## config.mk

```make
export PLATFORM = sky130hd
export DESIGN_NAME = pipe_mask_top
export DESIGN_NICKNAME = d
export VERILOG_FILES = /design/src/rtl/mask_ctrl_pkg.sv /design/src/rtl/mask_state_fsm.sv /design/src/rtl/frame_position_tracker.sv /design/src/rtl/pipe_status_checker.sv /design/src/rtl/pipe_mask_top.sv
export SDC_FILE = /design/constraint.sdc
export NUM_CORES = 1
export LEC_CHECK = 0
export BUFFER_PORTS_ARGS = -buffer_cell sky130_fd_sc_hd__buf_2
export CORE_ASPECT_RATIO = 1.1
export CORE_MARGIN = 1
export CORE_UTILIZATION = 28
export DETAILED_ROUTE_END_ITERATION = 8
export GPL_ROUTABILITY_DRIVEN = 0
export SYNTH_ARGS = -nofsm -noshare
export SYNTH_HDL_FRONTEND = slang
export SYNTH_HIERARCHICAL = 1
export SYNTH_SLANG_ARGS = --single-unit
```

## constraint.sdc

```tcl
create_clock -name clk -period 3.1 [get_ports clk]
set_clock_uncertainty 0.15 [all_clocks]
set_input_delay 0.775 -clock clk [delete_from_list [all_inputs] [get_ports clk]]
set_output_delay 0.775 -clock clk [all_outputs]
set_load 0.02 [all_outputs]
```

## src/rtl/mask_ctrl_pkg.sv

```systemverilog
// Shared widths, enums and header/config structs for the pipe mask controller
package mask_ctrl_pkg;

    // ==========================================================
    // Widths
    // ==========================================================
    localparam int pipe_count = 4;

    typedef logic [pipe_count-1:0] pipe_bitmap_t;
    typedef logic [5:0]            datatype_t;
    typedef logic [15:0]           pkt_count_t;

    // Short packet datatypes
    localparam datatype_t DT_FRAME_START = 6'h00;
    localparam datatype_t DT_FRAME_END   = 6'h01;

    // ==========================================================
    // Enums
    // ==========================================================
    typedef enum logic [1:0] {
        AGGR_SYNC = 2'd1
    } aggr_mode_e;

    typedef enum logic [1:0] {
        WR_DROP  = 2'd0,
        WR_STORE = 2'd2
    } wr_mode_e;

    typedef enum logic [2:0] {
        MS_INIT         = 3'd0,
        MS_IDLE         = 3'd1,
        MS_STATUS_CHECK = 3'd2,
        MS_MASK_RECOVER = 3'd3,
        MS_MASK_TIMEOUT = 3'd4,
        MS_CLEAR_MASK   = 3'd5,
        MS_SCHEDULING   = 3'd6
    } mask_state_e;

    typedef enum logic [1:0] {
        FP_IDLE        = 2'd0,
        FP_FRAME_START = 2'd1,
        FP_LONG_LINE   = 2'd2,
        FP_FRAME_END   = 2'd3
    } frame_pos_e;

    // ==========================================================
    // Structs
    // ==========================================================
    typedef struct packed {
        datatype_t  datatype;
        pkt_count_t count;
    } pkt_hdr_t;

    typedef struct packed {
        pipe_bitmap_t concat_en;
        pipe_bitmap_t force_mask;
        pipe_bitmap_t auto_mask_en;
        pipe_bitmap_t restart_en;
    } mask_cfg_t;

    typedef struct packed {
        datatype_t  long_datatype;
        pkt_count_t last_line;
        logic       check_frame_en;
        logic       check_line_en;
    } frame_cfg_t;

endpackage

```

## src/rtl/mask_state_fsm.sv

```systemverilog
// Round FSM with check window, config latch, mask bitmap, clear/schedule pulses, write modes
module mask_state_fsm #(
    parameter int CHECK_CYCLES = 3
) (
    input  logic                                                   clk,
    input  logic                                                   rst_n,
    input  mask_ctrl_pkg::mask_cfg_t                               mask_cfg,
    input  mask_ctrl_pkg::pipe_bitmap_t                            pipe_frame_active,
    input  logic                                                   frame_sync_lock,
    input  mask_ctrl_pkg::aggr_mode_e                              aggre_mode,
    input  logic                                                   mask_latch_reset,
    input  mask_ctrl_pkg::pipe_bitmap_t                            hdr_valid,
    input  mask_ctrl_pkg::pipe_bitmap_t                            pass_bitmap,
    input  mask_ctrl_pkg::pipe_bitmap_t                            fail_bitmap,
    input  logic                                                   end_sch_pulse,
    output mask_ctrl_pkg::mask_state_e                             state,
    output mask_ctrl_pkg::pipe_bitmap_t                            mask_bitmap,
    output mask_ctrl_pkg::pipe_bitmap_t                            normal_bitmap,
    output mask_ctrl_pkg::pipe_bitmap_t                            restart_bitmap,
    output mask_ctrl_pkg::pipe_bitmap_t                            auto_mask_en,
    output mask_ctrl_pkg::pipe_bitmap_t                            pipe_clear_pulse,
    output logic                                                   start_sch_pulse,
    output mask_ctrl_pkg::wr_mode_e [mask_ctrl_pkg::pipe_count-1:0] wr_mode
);
    import mask_ctrl_pkg::*;

    localparam int CNT_W = $clog2(CHECK_CYCLES + 1);

    mask_state_e      next_state;
    logic [CNT_W-1:0] check_cnt;
    logic             check_done;
    logic             round_start;
    pipe_bitmap_t     mask_next;

    // Enabled and unmasked pipes take part normally
    assign normal_bitmap  = mask_cfg.concat_en & ~mask_bitmap;
    // Masked pipes that may come back
    assign restart_bitmap = mask_bitmap & mask_cfg.restart_en & pipe_frame_active;

    assign round_start = |((normal_bitmap | restart_bitmap) & hdr_valid);
    assign check_done  = (check_cnt == CNT_W'(CHECK_CYCLES - 1));

    // ==========================================================
    // Next state
    // ==========================================================
    always_comb begin
        next_state = state;
        case (state)
            MS_INIT: begin
                if (aggre_mode == AGGR_SYNC && frame_sync_lock) begin
                    next_state = MS_IDLE;
                end
            end
            MS_IDLE: begin
                if (mask_latch_reset) begin
                    next_state = MS_INIT;
                end else if (round_start) begin
                    next_state = MS_STATUS_CHECK;
                end
            end
            MS_STATUS_CHECK: begin
                if (check_done) begin
                    next_state = MS_MASK_RECOVER;
                end
            end
            MS_MASK_RECOVER: next_state = MS_MASK_TIMEOUT;
            MS_MASK_TIMEOUT: next_state = MS_CLEAR_MASK;
            MS_CLEAR_MASK: begin
                // All pipes lost, start over from config
                if (&mask_bitmap) begin
                    next_state = MS_INIT;
                end else if (|pass_bitmap) begin
                    next_state = MS_SCHEDULING;
                end else begin
                    next_state = MS_IDLE;
                end
            end
            MS_SCHEDULING: begin
                if (end_sch_pulse) begin
                    next_state = MS_IDLE;
                end
            end
            default: next_state = MS_INIT;
        endcase
    end

    // Mask update per state
    always_comb begin
        case (state)
            MS_INIT:         mask_next = mask_cfg.concat_en & mask_cfg.force_mask;
            MS_MASK_RECOVER: mask_next = mask_bitmap & ~(restart_bitmap & pass_bitmap);
            MS_MASK_TIMEOUT: mask_next = mask_bitmap | (normal_bitmap & fail_bitmap);
            default:         mask_next = mask_bitmap;
        endcase
    end

    // ==========================================================
    // Registers
    // ==========================================================
    always_ff @(posedge clk or negedge rst_n) begin
        if (!rst_n) begin
            state            <= MS_INIT;
            check_cnt        <= '0;
            mask_bitmap      <= '1;
            auto_mask_en     <= '0;
            pipe_clear_pulse <= '0;
            start_sch_pulse  <= 1'b0;
        end else begin
            state       <= next_state;
            mask_bitmap <= mask_next;
            if (state == MS_STATUS_CHECK && !check_done) begin
                check_cnt <= check_cnt + 1'b1;
            end else begin
                check_cnt <= '0;
            end
            if (state == MS_INIT) begin
                auto_mask_en <= mask_cfg.auto_mask_en;
            end
            // Clear pulse carries the mask after the timeout update
            pipe_clear_pulse <= (next_state == MS_CLEAR_MASK) ? mask_next : '0;
            start_sch_pulse  <= (state == MS_CLEAR_MASK) && (next_state == MS_SCHEDULING);
        end
    end

    // Write mode per pipe
    always_comb begin
        for (int i = 0; i < pipe_count; i++) begin
            if (state == MS_INIT || (mask_bitmap[i] && !mask_cfg.restart_en[i])) begin
                wr_mode[i] = WR_DROP;
            end else begin
                wr_mode[i] = WR_STORE;
            end
        end
    end

    a_sch_single: assert property (@(posedge clk) disable iff (!rst_n)
        start_sch_pulse |=> !start_sch_pulse);

    a_clear_in_state: assert property (@(posedge clk) disable iff (!rst_n)
        (pipe_clear_pulse != '0) |-> (state == MS_CLEAR_MASK));

endmodule

```

## src/rtl/frame_position_tracker.sv

```systemverilog
// Local frame position tracker with line and frame counters and expected header
module frame_position_tracker (
    input  logic                       clk,
    input  logic                       rst_n,
    input  mask_ctrl_pkg::mask_state_e state,
    input  logic                       start_sch_pulse,
    input  mask_ctrl_pkg::frame_cfg_t  frame_cfg,
    output mask_ctrl_pkg::pkt_hdr_t    expected_hdr,
    output logic                       check_count,
    output mask_ctrl_pkg::pkt_count_t  frame_count,
    output mask_ctrl_pkg::pkt_count_t  line_count,
    output mask_ctrl_pkg::frame_pos_e  position
);
    import mask_ctrl_pkg::*;

    logic is_short;
    logic is_long;

    // Position only moves on a scheduled round
    always_ff @(posedge clk or negedge rst_n) begin
        if (!rst_n) begin
            position    <= FP_IDLE;
            frame_count <= '0;
            line_count  <= '0;
        end else if (state == MS_INIT) begin
            position    <= FP_IDLE;
            frame_count <= '0;
        end else begin
            case (position)
                FP_IDLE: position <= FP_FRAME_START;
                FP_FRAME_START: begin
                    if (start_sch_pulse) begin
                        line_count <= '0;
                        position   <= FP_LONG_LINE;
                    end
                end
                FP_LONG_LINE: begin
                    if (start_sch_pulse) begin
                        line_count <= line_count + 1'b1;
                        // Last line of the frame
                        if (line_count == frame_cfg.last_line) begin
                            position <= FP_FRAME_END;
                        end
                    end
                end
                FP_FRAME_END: begin
                    if (start_sch_pulse) begin
                        frame_count <= frame_count + 1'b1;
                        position    <= FP_FRAME_START;
                    end
                end
                default: position <= FP_IDLE;
            endcase
        end
    end

    assign is_short = (position == FP_FRAME_START) || (position == FP_FRAME_END);
    assign is_long  = (position == FP_LONG_LINE);

    // ==========================================================
    // Expected header
    // ==========================================================
    always_comb begin
        case (position)
            FP_FRAME_END: expected_hdr.datatype = DT_FRAME_END;
            FP_LONG_LINE: expected_hdr.datatype = frame_cfg.long_datatype;
            default:      expected_hdr.datatype = DT_FRAME_START;
        endcase
        if (is_long) begin
            expected_hdr.count = line_count;
        end else if (is_short) begin
            expected_hdr.count = frame_count;
        end else begin
            expected_hdr.count = '0;
        end
    end

    assign check_count = (is_short && frame_cfg.check_frame_en) ||
                         (is_long && frame_cfg.check_line_en);

    a_idle_in_init: assert property (@(posedge clk) disable iff (!rst_n)
        (state == MS_INIT) |=> (position == FP_IDLE));

endmodule

```

## src/rtl/pipe_status_checker.sv

```systemverilog
// Per-pipe header check against the expected position, pass/fail bitmaps, header accept
module pipe_status_checker (
    input  logic                                                   clk,
    input  logic                                                   rst_n,
    input  mask_ctrl_pkg::mask_state_e                             state,
    input  mask_ctrl_pkg::pipe_bitmap_t                            hdr_valid,
    input  mask_ctrl_pkg::pkt_hdr_t [mask_ctrl_pkg::pipe_count-1:0] hdr,
    input  mask_ctrl_pkg::pkt_hdr_t                                expected_hdr,
    input  logic                                                   check_count,
    input  mask_ctrl_pkg::pipe_bitmap_t                            normal_bitmap,
    input  mask_ctrl_pkg::pipe_bitmap_t                            restart_bitmap,
    input  mask_ctrl_pkg::pipe_bitmap_t                            auto_mask_en,
    output mask_ctrl_pkg::pipe_bitmap_t                            hdr_ready,
    output mask_ctrl_pkg::pipe_bitmap_t                            pass_bitmap,
    output mask_ctrl_pkg::pipe_bitmap_t                            fail_bitmap
);
    import mask_ctrl_pkg::*;

    pipe_bitmap_t pass_now;
    pipe_bitmap_t fail_now;
    pipe_bitmap_t valid_q;
    logic         in_check_q;
    logic         sample;

    // Header compare for every pipe
    always_comb begin
        for (int i = 0; i < pipe_count; i++) begin
            pass_now[i] = (normal_bitmap[i] || restart_bitmap[i]) && hdr_valid[i] &&
                          (hdr[i].datatype == expected_hdr.datatype) &&
                          (!check_count || hdr[i].count == expected_hdr.count);
            // Offered header that does not match
            fail_now[i] = normal_bitmap[i] && hdr_valid[i] && !pass_now[i] &&
                          auto_mask_en[i];
        end
    end

    // First cycle of the check window
    assign sample = (state == MS_STATUS_CHECK) && !in_check_q;

    always_ff @(posedge clk or negedge rst_n) begin
        if (!rst_n) begin
            in_check_q  <= 1'b0;
            valid_q     <= '0;
            pass_bitmap <= '0;
            fail_bitmap <= '0;
        end else begin
            in_check_q <= (state == MS_STATUS_CHECK);
            if (sample) begin
                valid_q     <= hdr_valid;
                pass_bitmap <= pass_now;
                fail_bitmap <= fail_now;
            end
        end
    end

    // Every offered header is consumed in the clear cycle
    assign hdr_ready = (state == MS_CLEAR_MASK) ? valid_q : '0;

    a_ready_valid: assert property (@(posedge clk) disable iff (!rst_n)
        (hdr_ready & ~hdr_valid) == '0);

    a_pass_fail: assert property (@(posedge clk) disable iff (!rst_n)
        (pass_bitmap & fail_bitmap) == '0);

endmodule

```

## src/rtl/pipe_mask_top.sv

```systemverilog
// Top level of the mask controller with FSM, frame tracker and status checker
module pipe_mask_top #(
    parameter int CHECK_CYCLES = 3
) (
    input  logic                                                   clk,
    input  logic                                                   rst_n,
    input  mask_ctrl_pkg::mask_cfg_t                               mask_cfg,
    input  mask_ctrl_pkg::frame_cfg_t                              frame_cfg,
    input  mask_ctrl_pkg::pipe_bitmap_t                            pipe_frame_active,
    input  logic                                                   frame_sync_lock,
    input  mask_ctrl_pkg::aggr_mode_e                              aggre_mode,
    input  logic                                                   mask_latch_reset,
    input  mask_ctrl_pkg::pipe_bitmap_t                            hdr_valid,
    input  mask_ctrl_pkg::pkt_hdr_t [mask_ctrl_pkg::pipe_count-1:0] hdr,
    input  logic                                                   end_sch_pulse,
    output mask_ctrl_pkg::pipe_bitmap_t                            hdr_ready,
    output logic                                                   start_sch_pulse,
    output mask_ctrl_pkg::pipe_bitmap_t                            pipe_clear_pulse,
    output mask_ctrl_pkg::wr_mode_e [mask_ctrl_pkg::pipe_count-1:0] wr_mode,
    output mask_ctrl_pkg::pipe_bitmap_t                            mask_bitmap,
    output mask_ctrl_pkg::pkt_count_t                              frame_count,
    output mask_ctrl_pkg::pkt_count_t                              line_count,
    output mask_ctrl_pkg::datatype_t                               pkt_datatype
);
    import mask_ctrl_pkg::*;

    mask_state_e  state;
    pipe_bitmap_t normal_bitmap;
    pipe_bitmap_t restart_bitmap;
    pipe_bitmap_t auto_mask_en;
    pipe_bitmap_t pass_bitmap;
    pipe_bitmap_t fail_bitmap;
    pkt_hdr_t     expected_hdr;
    logic         check_count;

    assign pkt_datatype = expected_hdr.datatype;

    mask_state_fsm #(
        .CHECK_CYCLES(CHECK_CYCLES)
    ) mask_state_fsm_i (
        .clk              (clk),
        .rst_n            (rst_n),
        .mask_cfg         (mask_cfg),
        .pipe_frame_active(pipe_frame_active),
        .frame_sync_lock  (frame_sync_lock),
        .aggre_mode       (aggre_mode),
        .mask_latch_reset (mask_latch_reset),
        .hdr_valid        (hdr_valid),
        .pass_bitmap      (pass_bitmap),
        .fail_bitmap      (fail_bitmap),
        .end_sch_pulse    (end_sch_pulse),
        .state            (state),
        .mask_bitmap      (mask_bitmap),
        .normal_bitmap    (normal_bitmap),
        .restart_bitmap   (restart_bitmap),
        .auto_mask_en     (auto_mask_en),
        .pipe_clear_pulse (pipe_clear_pulse),
        .start_sch_pulse  (start_sch_pulse),
        .wr_mode          (wr_mode)
    );

    frame_position_tracker frame_position_tracker_i (
        .clk            (clk),
        .rst_n          (rst_n),
        .state          (state),
        .start_sch_pulse(start_sch_pulse),
        .frame_cfg      (frame_cfg),
        .expected_hdr   (expected_hdr),
        .check_count    (check_count),
        .frame_count    (frame_count),
        .line_count     (line_count),
        .position       ()
    );

    pipe_status_checker pipe_status_checker_i (
        .clk           (clk),
        .rst_n         (rst_n),
        .state         (state),
        .hdr_valid     (hdr_valid),
        .hdr           (hdr),
        .expected_hdr  (expected_hdr),
        .check_count   (check_count),
        .normal_bitmap (normal_bitmap),
        .restart_bitmap(restart_bitmap),
        .auto_mask_en  (auto_mask_en),
        .hdr_ready     (hdr_ready),
        .pass_bitmap   (pass_bitmap),
        .fail_bitmap   (fail_bitmap)
    );

endmodule

```

==> run metrics, run 1 <==
CTS tree built; Core Area 0.0172 mm^2; hold_ws 0.284 ns; crit path kind reg -> reg; CP Launch Type flip-flop; DR iter-0 viols 361; VDD IR-drop max 0.412 mV; Max Clock Freq 345 MHz; Die Y 142 um; num rows 50; Die ar. 0.0183 mm^2; Area contributors post-synth dfrtp_1 31%, xnor2_1 18%, nand4_1 4.5%; Fill cells 1783; synthesis-to-layout area growth 30.3%; Slew @ Worst Pin 0.806 ns; ys flop type dfrtp_1; vias per std cell 4.89; max_cap viols 0; outcome complete, no violations; Slowest-stage cell, CP nor4_1; critical-path cell list inv_1, ha_1, nor2_1, buf_4, a22o_1, xnor2_1, nand4_1, nor4_1, nor2_1, a41o_1; largest net degree at the start of global routing 35; Worst Slack Setup Final 0.198 ns; Avg WL per Cell 17.1 um; CP most frequent cell nor2_1; DR pass1 iterations 5; root buffer selected by CTS clkbuf_16; Final ANT Viol Nets 0; Post-Syn Area 0.00497 mm^2; leakage 2.95 nW; most frequent cells in the layout 197 x buf_2, 101 x xnor2_1, 61 x dfrtp_1; vias 4791; Yosys top cell area share 30.7%; nets@finish 890; critical path required time 3.18 ns; clock sink count 65; crit path from frame_position_tracker_i/position[0]; max-slew violation count 0; RSZ-0062 raised after global routing no; H-tree depth 3; most common cell after layout, fill and taps aside buf_2; Critical R2R Launch frame_position_tracker_i/position[0]; total grt overflow 0; postcts setup bufs 0; num ports 202; GRT Total Usage 18.5%; total negative slack 0 ns; Num CTS Buffers 9; WP buf/inv 2; cells after synthesis 560; Slew headroom 46.2%; Hold Crit Class reg -> reg; deepest clock path buffer count 2; Final Hold Vio Count 0; worst-path fanout max 13; Power Density 634 mW/mm^2; vias in the first global route 4601; clock latency on the worst-skew pair 0.34 ns; endpoints failing setup 0; Synth Warn # 6; kind of end point of the critical path flip-flop; asr flop ratio synth 100%; Distinct cells, synth 57; Die X 129 um; sequential element share of the synthesized area 32.8%; Yosys top cell by area dfrtp_1; Mean Syn Cell Area 8.88 um^2; first-pass GRT wire length 25.4 mm; final wirelength 16.8 mm; share of cells above drive strength 1 33.0%; CTS resizes 0; CP arrival 2.98 ns; EDFF count, synth 0; HPWL Detailed 13.6 mm; Initial Util 28.9%; Max stage delay on crit path 0.50 ns; # port buffers 197; cell family with most CP delay simple AND/OR/NAND/NOR gates; fin crit share 93.6%; Power Total 4.11 mW; clock transition at the registers of the reported paths 0.06 ns; Final Critical Period 2.90 ns; fin util 37.7%; initial antenna violation count 1; Post-Place Setup Slack 0.187 ns; hold_sp mask_state_fsm_i/check_cnt[0]; hold buffers post-CTS 0; DRC 0; Yosys reg bits 65
==> synthesized netlist by cell type (15+ instances only) <==
cell / instances
xnor2_1: 101
dfrtp_1: 61
nand2_1: 44
nor2_1: 41
nand4_1: 36
o21ai_0: 22
xor2_1: 22
a21oi_1: 21
a22o_1: 19
clkbuf_1: 16
inv_1: 16
and3_1: 15
==> where the power goes <==
part / switching (mW) / internal [mW]
combinational: 0.999 / 0.674
sequential: 0.259 / 1.05
clock: 0.402 / 0.727
total: 1.66 / 2.45
==> final cells by class <==
class	count	area (um^2)	area share [%]
clock inverter	6	91.3	1.41
tap	234	293	4.52
clock buffer	10	239	3.69
antenna	1	2.50	0.0386
multi-input combinational	443	3110	47.9
timing repair buffer	205	1060	16.3
sequential	65	1630	25.2
inverter	16	60.1	0.926
==> cell families (layout without fill, tap and decap cells) <==
family | Yosys count | in the layout | synth area share [%]
AND/OR/NAND/NOR | 213 | 213 | 23.5
XOR/XNOR | 123 | 123 | 21.7
AO/OA/AOI/OAI | 85 | 85 | 12.5
flip-flops | 65 | 65 | 32.8
buffers and inverters | 55 | 237 | 5.36
multiplexers | 11 | 11 | 2.36
adder cells (fa/ha/maj) | 7 | 7 | 1.76
other | 1 | 5 | 0.0754
==> worst paths after layout <==
check,slack [ns],depth (start not counted),endpoint
min,0.28,1,mask_state_fsm_i/check_cnt[0]
max in group asynchronous,1.77,2,frame_position_tracker_i/line_count[0]
max reg2reg,0.20,10,pipe_status_checker_i/fail_bitmap[0]
min in group asynchronous,0.37,1,pipe_status_checker_i/valid_q[0]
min reg2reg,0.28,1,mask_state_fsm_i/check_cnt[0]
max,0.20,10,pipe_status_checker_i/fail_bitmap[0]
==> worst register-to-register path, delay by kind of cell (launching register included) <==
kind | cells | cell delay [ns]
adder cells (fa/ha/maj) | 1 | 0.21
AO/OA/AOI/OAI | 2 | 0.55
flip-flops | 1 | 0.41
buffers and inverters | 2 | 0.33
AND/OR/NAND/NOR | 4 | 0.96
XOR/XNOR | 1 | 0.17
==> metrics by stage <==
stage,std cells,instance area [um^2]
floorplan,563,4990
global placement,963,6130
detailed placement,963,6130
CTS,979,6460
global route,980,6480
finish,980,6480
==> routing by layer <==
metal	global-route usage [%]	share of wire, %
met3	3.21	6.0
met1	24.8	45
met2	29.6	47
met4	7.24	2.3
met5	0	0
==> state kept, by name, summed over array words and instances, names as in the netlist <==
register and flops:
pipe_status_checker_i/fail_bitmap 4, mask_state_fsm_i/mask_bitmap 4, mask_state_fsm_i/check_cnt 2, mask_state_fsm_i/auto_mask_en 4, frame_position_tracker_i/line_count 16, pipe_status_checker_i/in_check_q 1
pipe_status_checker_i/pass_bitmap 4, mask_state_fsm_i/pipe_clear_pulse 4, frame_position_tracker_i/frame_count 16, mask_state_fsm_i/state 3, mask_state_fsm_i/start_sch_pulse 1, frame_position_tracker_i/position 2
pipe_status_checker_i/valid_q 4
Note: power is estimated with default switching activity, not from simulation.
==> run 2, diff against run 1 <==
--- a/config.mk
+++ b/config.mk
@@ -6,12 +6,10 @@
 export NUM_CORES = 1
 export LEC_CHECK = 0
 export BUFFER_PORTS_ARGS = -buffer_cell sky130_fd_sc_hd__buf_2
-export CORE_ASPECT_RATIO = 1.1
 export CORE_MARGIN = 1
 export CORE_UTILIZATION = 28
 export DETAILED_ROUTE_END_ITERATION = 8
 export GPL_ROUTABILITY_DRIVEN = 0
 export SYNTH_ARGS = -nofsm -noshare
 export SYNTH_HDL_FRONTEND = slang
-export SYNTH_HIERARCHICAL = 1
 export SYNTH_SLANG_ARGS = --single-unit
==> run 2 against run 1 <==
Power increased by 7.0%. Non-clock buffer count increased by 9. Synthesized area increased by 2.2%.
==> run metrics, run 2 <==
Slew headroom 56.4%; Avg WL per Cell 17.6 um; Final Critical Period 2.95 ns; vias in the first global route 4785; Post-Place Setup Slack 0.226 ns; Power Density 656 mW/mm^2; DR pass1 iterations 4; Worst path depth 4; largest registers frame_position_tracker_i.frame_count (16), frame_position_tracker_i.line_count (16); total grt overflow 0; postcts setup bufs 0; placed cells 1003; max_cap viols 0; final wirelength 17.9 mm; Max stage delay on crit path 0.63 ns; fin crit share 95.0%; num ports 202; CP Launch Type flip-flop; max-slew violation count 0; Reg2Reg Depth 8; Yosys top cell by area dfrtp_1; vias 5078; total negative slack 0 ns; initial antenna violation count 0; VDD IR-drop max 0.323 mV; clock sink count 65; GRT Total Usage 19.2%; Post-Syn Area 0.00509 mm^2; critical path required time 2.17 ns; most common cell in the netlist xnor2_1; final instance area 0.00670 mm^2; DR iter-0 viols 354; Max Clock Freq 339 MHz; leakage 3.02 nW; num rows 48; share of cells above drive strength 1 33.2%; cells after synthesis 587; Fill cells 1795; Final Hold Vio Count 0; Core Area 0.0175 mm^2; Final ANT Viol Nets 0; CTS tree built; clock transition at the registers of the reported paths 0.05 ns; Hold Crit Class in -> async; hold buffers post-CTS 0; Slowest-stage cell, CP nor3_2; commonest cells in the synthesized netlist 92 x xnor2_1, 61 x dfrtp_1, 52 x nand2_1, 47 x nor2_1, 40 x o21ai_0; ys flop type dfrtp_1; clock latency on the worst-skew pair 0.34 ns; Num CTS Buffers 9; Distinct cells, synth 53; CTS resizes 0; fin cells 1019; most common cell after layout, fill and taps aside buf_2; nets@finish 938; RSZ-0062 raised after global routing no; Die ar. 0.0187 mm^2; worst-path fanout max 16; first-pass GRT wire length 27.1 mm; Mean Syn Cell Area 8.66 um^2; Initial Util 29.0%; WP buf/inv 2; synthesis-to-layout area growth 31.8%; number of diodes 0; cell family with most CP delay simple AND/OR/NAND/NOR gates; DRC 0; outcome complete, no violations; critical-path cell list nor3_2, buf_4, a21oi_1, buf_2; Die X 137 um; largest net degree at the start of global routing 41; Slew @ Worst Pin 0.650 ns; HPWL Detailed 14.5 mm; Area contributors post-synth dfrtp_1 30%, xnor2_1 16%, o21ai_0 3.9%; asr flop ratio synth 100%; CP arrival 2.02 ns; # port buffers 197; root buffer selected by CTS clkbuf_16; EDFF count, synth 0; H-tree depth 3; most frequent cells in the layout 197 x buf_2, 92 x xnor2_1, 61 x dfrtp_1; Yosys top cell area share 30.0%; deepest clock path buffer count 2; Synth Warn # 0; endpoints failing setup 0; vias per std cell 4.98; kind of end point of the critical path output port; Placed Area 0.00638 mm^2; crit path kind reg -> out; sequential element share of the synthesized area 32.1%; Die Y 137 um; Worst Slack Setup Final 0.154 ns; Yosys reg bits 65
run 2: cell count changes after synthesis, moves of 10 or more:
cell,change
nand4_1,-17
a22o_1,-16
nand3_1,+18
and2_1,+13
a22oi_1,+11
nor4_1,+10
o21ai_0,+18
run 2: kinds of logic (layout without fill, tap and decap cells):
| family | after synthesis | count (layout) | share of synthesized area [%] |
|---|---|---|---|
| AND/OR/NAND/NOR | 238 | 238 | 24.1 |
| AO/OA/AOI/OAI | 116 | 116 | 17.8 |
| XOR/XNOR | 109 | 109 | 18.8 |
| flip-flops | 65 | 65 | 32.1 |
| buffers and inverters | 45 | 249 | 4.21 |
| multiplexers | 7 | 7 | 1.48 |
| adder cells (fa/ha/maj) | 6 | 6 | 1.48 |
| other | 1 | 4 | 0.0737 |
run 2: per-stage QoR:
| step | total power [mW] | hold slack (ns) | utilization, % |
|---|---|---|---|
| after floorplan | 2.62 | 0.259 | - |
| after global placement | 3.29 | 0.276 | 36.4 |
| after detailed placement | 3.30 | 0.280 | 36.4 |
| after CTS | 4.42 | 0.284 | 38.2 |
| after global routing | 4.69 | 0.299 | 38.2 |
| final | 4.40 | 0.271 | 38.2 |
run 2: final cells by class:
class | count | area, um^2 | area share, %
Sequential cell | 65 | 1630 | 24.3
Inverter | 19 | 71.3 | 1.06
Tap cell | 225 | 282 | 4.20
Timing Repair Buffer | 214 | 1140 | 17.0
Clock inverter | 5 | 80.1 | 1.19
Clock buffer | 11 | 243 | 3.62
Multi-Input combinational cell | 480 | 3260 | 48.6
run 2: worst paths after layout:
path,startpoint,endpoint,slack [ns]
setup / recovery,mask_state_fsm_i.state[0],wr_mode[5],0.15
hold / removal,rst_n,frame_position_tracker_i.line_count[3],0.27
setup reg to reg,frame_position_tracker_i.position[0],pipe_status_checker_i.pass_bitmap[0],0.19
hold reg to reg,mask_state_fsm_i.check_cnt[0],mask_state_fsm_i.check_cnt[0],0.29
max in group asynchronous,rst_n,mask_state_fsm_i.mask_bitmap[2],1.74
min in group clk,mask_state_fsm_i.check_cnt[0],mask_state_fsm_i.check_cnt[0],0.29
run 2: per-layer routing:
| metal | track usage (%) | share of wire, % | vias to the layer above |
|---|---|---|---|
| met5 | 0 | 0 | - |
| met4 | 5.74 | 1.4 | 0 |
| met3 | 3.30 | 6.2 | 17 |
| met2 | 30.5 | 46 | 178 |
| met1 | 26.5 | 47 | 2409 |
| li1 | - | - | 2474 |
run 2: worst reg2reg max path: stages, from the launching register on:
cell and delay [ns]:
dfrtp_1 0.42, ha_1 0.26, or2_1 0.25, buf_12 0.18, a31oi_2 0.45, xnor2_1 0.12, nor4_1 0.48, nand4_1 0.23
a221oi_1 0.28
run 2: power breakdown:
part	internal [mW]	switching [mW]	leakage [nW]	total, mW
clock	0.724	0.378	0.152	1.10
sequential	1.09	0.282	0.857	1.37
combinational	0.741	1.18	2.02	1.92
total	2.55	1.84	3.02	4.40
==> run 3, diff against run 2 <==
--- a/config.mk
+++ b/config.mk
@@ -10,6 +10,7 @@
 export CORE_UTILIZATION = 28
 export DETAILED_ROUTE_END_ITERATION = 8
 export GPL_ROUTABILITY_DRIVEN = 0
+export RECOVER_POWER = 50
 export SYNTH_ARGS = -nofsm -noshare
 export SYNTH_HDL_FRONTEND = slang
 export SYNTH_SLANG_ARGS = --single-unit
==> run 3 against run 2 <==
Worst hold slack gained 0.017 ns. Global-route usage is the same. Utilization shrank 0.16 points. Power shrank 0.36%. Via count shrank 0.12%. Cell area shrank 0.41%. Critical path depth is the same. Die area is the same. Worst setup slack lost 0.0060 ns. Critical path type unchanged. Sequential power is essentially flat.
==> run metrics, run 3 (same netlist as run 2, synthesis figures left out) <==
crit path kind reg -> out; Sequential Power Share 31.4%; vias in the first global route 4785; initial antenna violation count 0; RSZ-0062 raised after global routing no; critical-path cell list nor3_2, buf_4, a21oi_1, buf_2; most frequent cells in the layout 183 x buf_2, 92 x xnor2_1, 61 x dfrtp_1; leakage 2.96 nW; Fill cells 1804; HPWL Detailed 14.5 mm; Die ar. 0.0187 mm^2; Core Area 0.0175 mm^2; fin util 38.1%; fin crit share 95.2%; GRT Total Usage 19.2%; Final ANT Viol Nets 0; Num CTS Buffers 9; postcts setup bufs 0; Slew @ Worst Pin 1.27 ns; power share of the clock group 25.0%; hold buffers post-CTS 0; num ports 202; Die X 137 um; clock transition at the registers of the reported paths 0.05 ns; Power Total 4.38 mW; nets@finish 938; root buffer selected by CTS clkbuf_16; largest registers frame_position_tracker_i.frame_count (16), frame_position_tracker_i.line_count (16); Slew headroom 15.2%; Hold Crit Class reg -> reg; synthesis-to-layout area growth 31.2%; worst-path fanout max 16; Final Critical Period 2.95 ns; most common cell after layout, fill and taps aside buf_2; Max Clock Freq 339 MHz; number of diodes 0; share of cells above drive strength 1 31.2%; endpoints failing setup 0; total grt overflow 0; total negative slack 0 ns; CP Launch Type flip-flop; DR pass1 iterations 5; first-pass GRT wire length 27.1 mm; clock sink count 65; kind of end point of the critical path output port; CTS tree built; DR iter-0 viols 375; # port buffers 197; Avg WL per Cell 17.6 um; Power Density 656 mW/mm^2; max-slew violation count 0; H-tree depth 3; vias per std cell 4.98; clock latency on the worst-skew pair 0.33 ns; combinational fraction of design power 43.5%; final wirelength 17.9 mm; VDD IR-drop max 0.323 mV; largest net degree at the start of global routing 41; outcome complete, no violations; CTS resizes 0; Final Hold Vio Count 0; max_cap viols 0; final instance area 0.00668 mm^2; Internal 2.54 mW; DRC 0; deepest clock path buffer count 2; Placed Area 0.00638 mm^2; Sw Ratio 42.0%; Die Y 137 um; critical path required time 2.17 ns; Initial Util 29.0%; CP arrival 2.03 ns; Slowest-stage cell, CP nor3_2; Net Switching 1.84 mW; Max stage delay on crit path 0.63 ns; num rows 48; vias 5072
run 3: changes by cell type in the layout (fill, tap and decap cells not counted), sizes merged:
cell,previous run,this run
clkbuf,11,28
buf,214,197
run 3: final timing paths:
check / slack [ns] / cells past startpoint / end / from
worst max-delay path: 0.15 / 4 / wr_mode[5] / mask_state_fsm_i.state[0]
max in group asynchronous: 0.60 / 2 / frame_position_tracker_i.frame_count[7] / rst_n
min in group asynchronous: 0.55 / 1 / frame_position_tracker_i.line_count[10] / rst_n
worst max register to register: 0.19 / 8 / pipe_status_checker_i.pass_bitmap[0] / frame_position_tracker_i.position[0]
worst min register to register: 0.29 / 1 / mask_state_fsm_i.check_cnt[0] / mask_state_fsm_i.check_cnt[0]
worst min-delay path: 0.29 / 1 / mask_state_fsm_i.check_cnt[0] / mask_state_fsm_i.check_cnt[0]
run 3: power groups by stage:
stage	Clock, mW	Sequential [mW]	Combinational (mW)
2_1_floorplan	0	1.34	1.27
3_3_place_gp	0	1.38	1.91
3_5_place_dp	0	1.39	1.92
4_1_cts	1.12	1.37	1.93
5_1_grt	1.16	1.41	2.11
6_report	1.10	1.38	1.91
run 3: metrics by stage:
step | setup slack [ns] | hold slack (ns) | std cells
after floorplan | 0.427 | 0.259 | 590
after global placement | 0.279 | 0.276 | 1003
after detailed placement | 0.226 | 0.280 | 1003
after CTS | 0.155 | 0.284 | 1019
after global routing | 0.0600 | 0.308 | 1019
final | 0.148 | 0.288 | 1019
run 3: cell type report:
type | count | area, um^2 | share of cell area [%]
Clock inverter | 5 | 80.1 | 1.20
Sequential cell | 65 | 1630 | 24.4
Tap cell | 225 | 282 | 4.22
Timing Repair Buffer | 214 | 1110 | 16.6
Clock buffer | 11 | 243 | 3.64
Multi-Input combinational cell | 480 | 3260 | 48.8
Inverter | 19 | 71.3 | 1.07
run 3: critical path: cells and delay by family, from the launching register on:
kind	cells	cell delay, ns
buffers and inverters	2	0.47
DFF	1	0.54
AOI/OAI and AO/OA	1	0.06
and+or+nand+nor	1	0.63
run 3: layer usage:
layer / global-route usage (%) / vias up / share of wire, %
li1: - / 2472 / -
met1: 26.5 / 2373 / 46
met2: 30.5 / 210 / 46
met3: 3.30 / 17 / 7.4
met4: 5.74 / 0 / 1.4
met5: 0 / - / 0
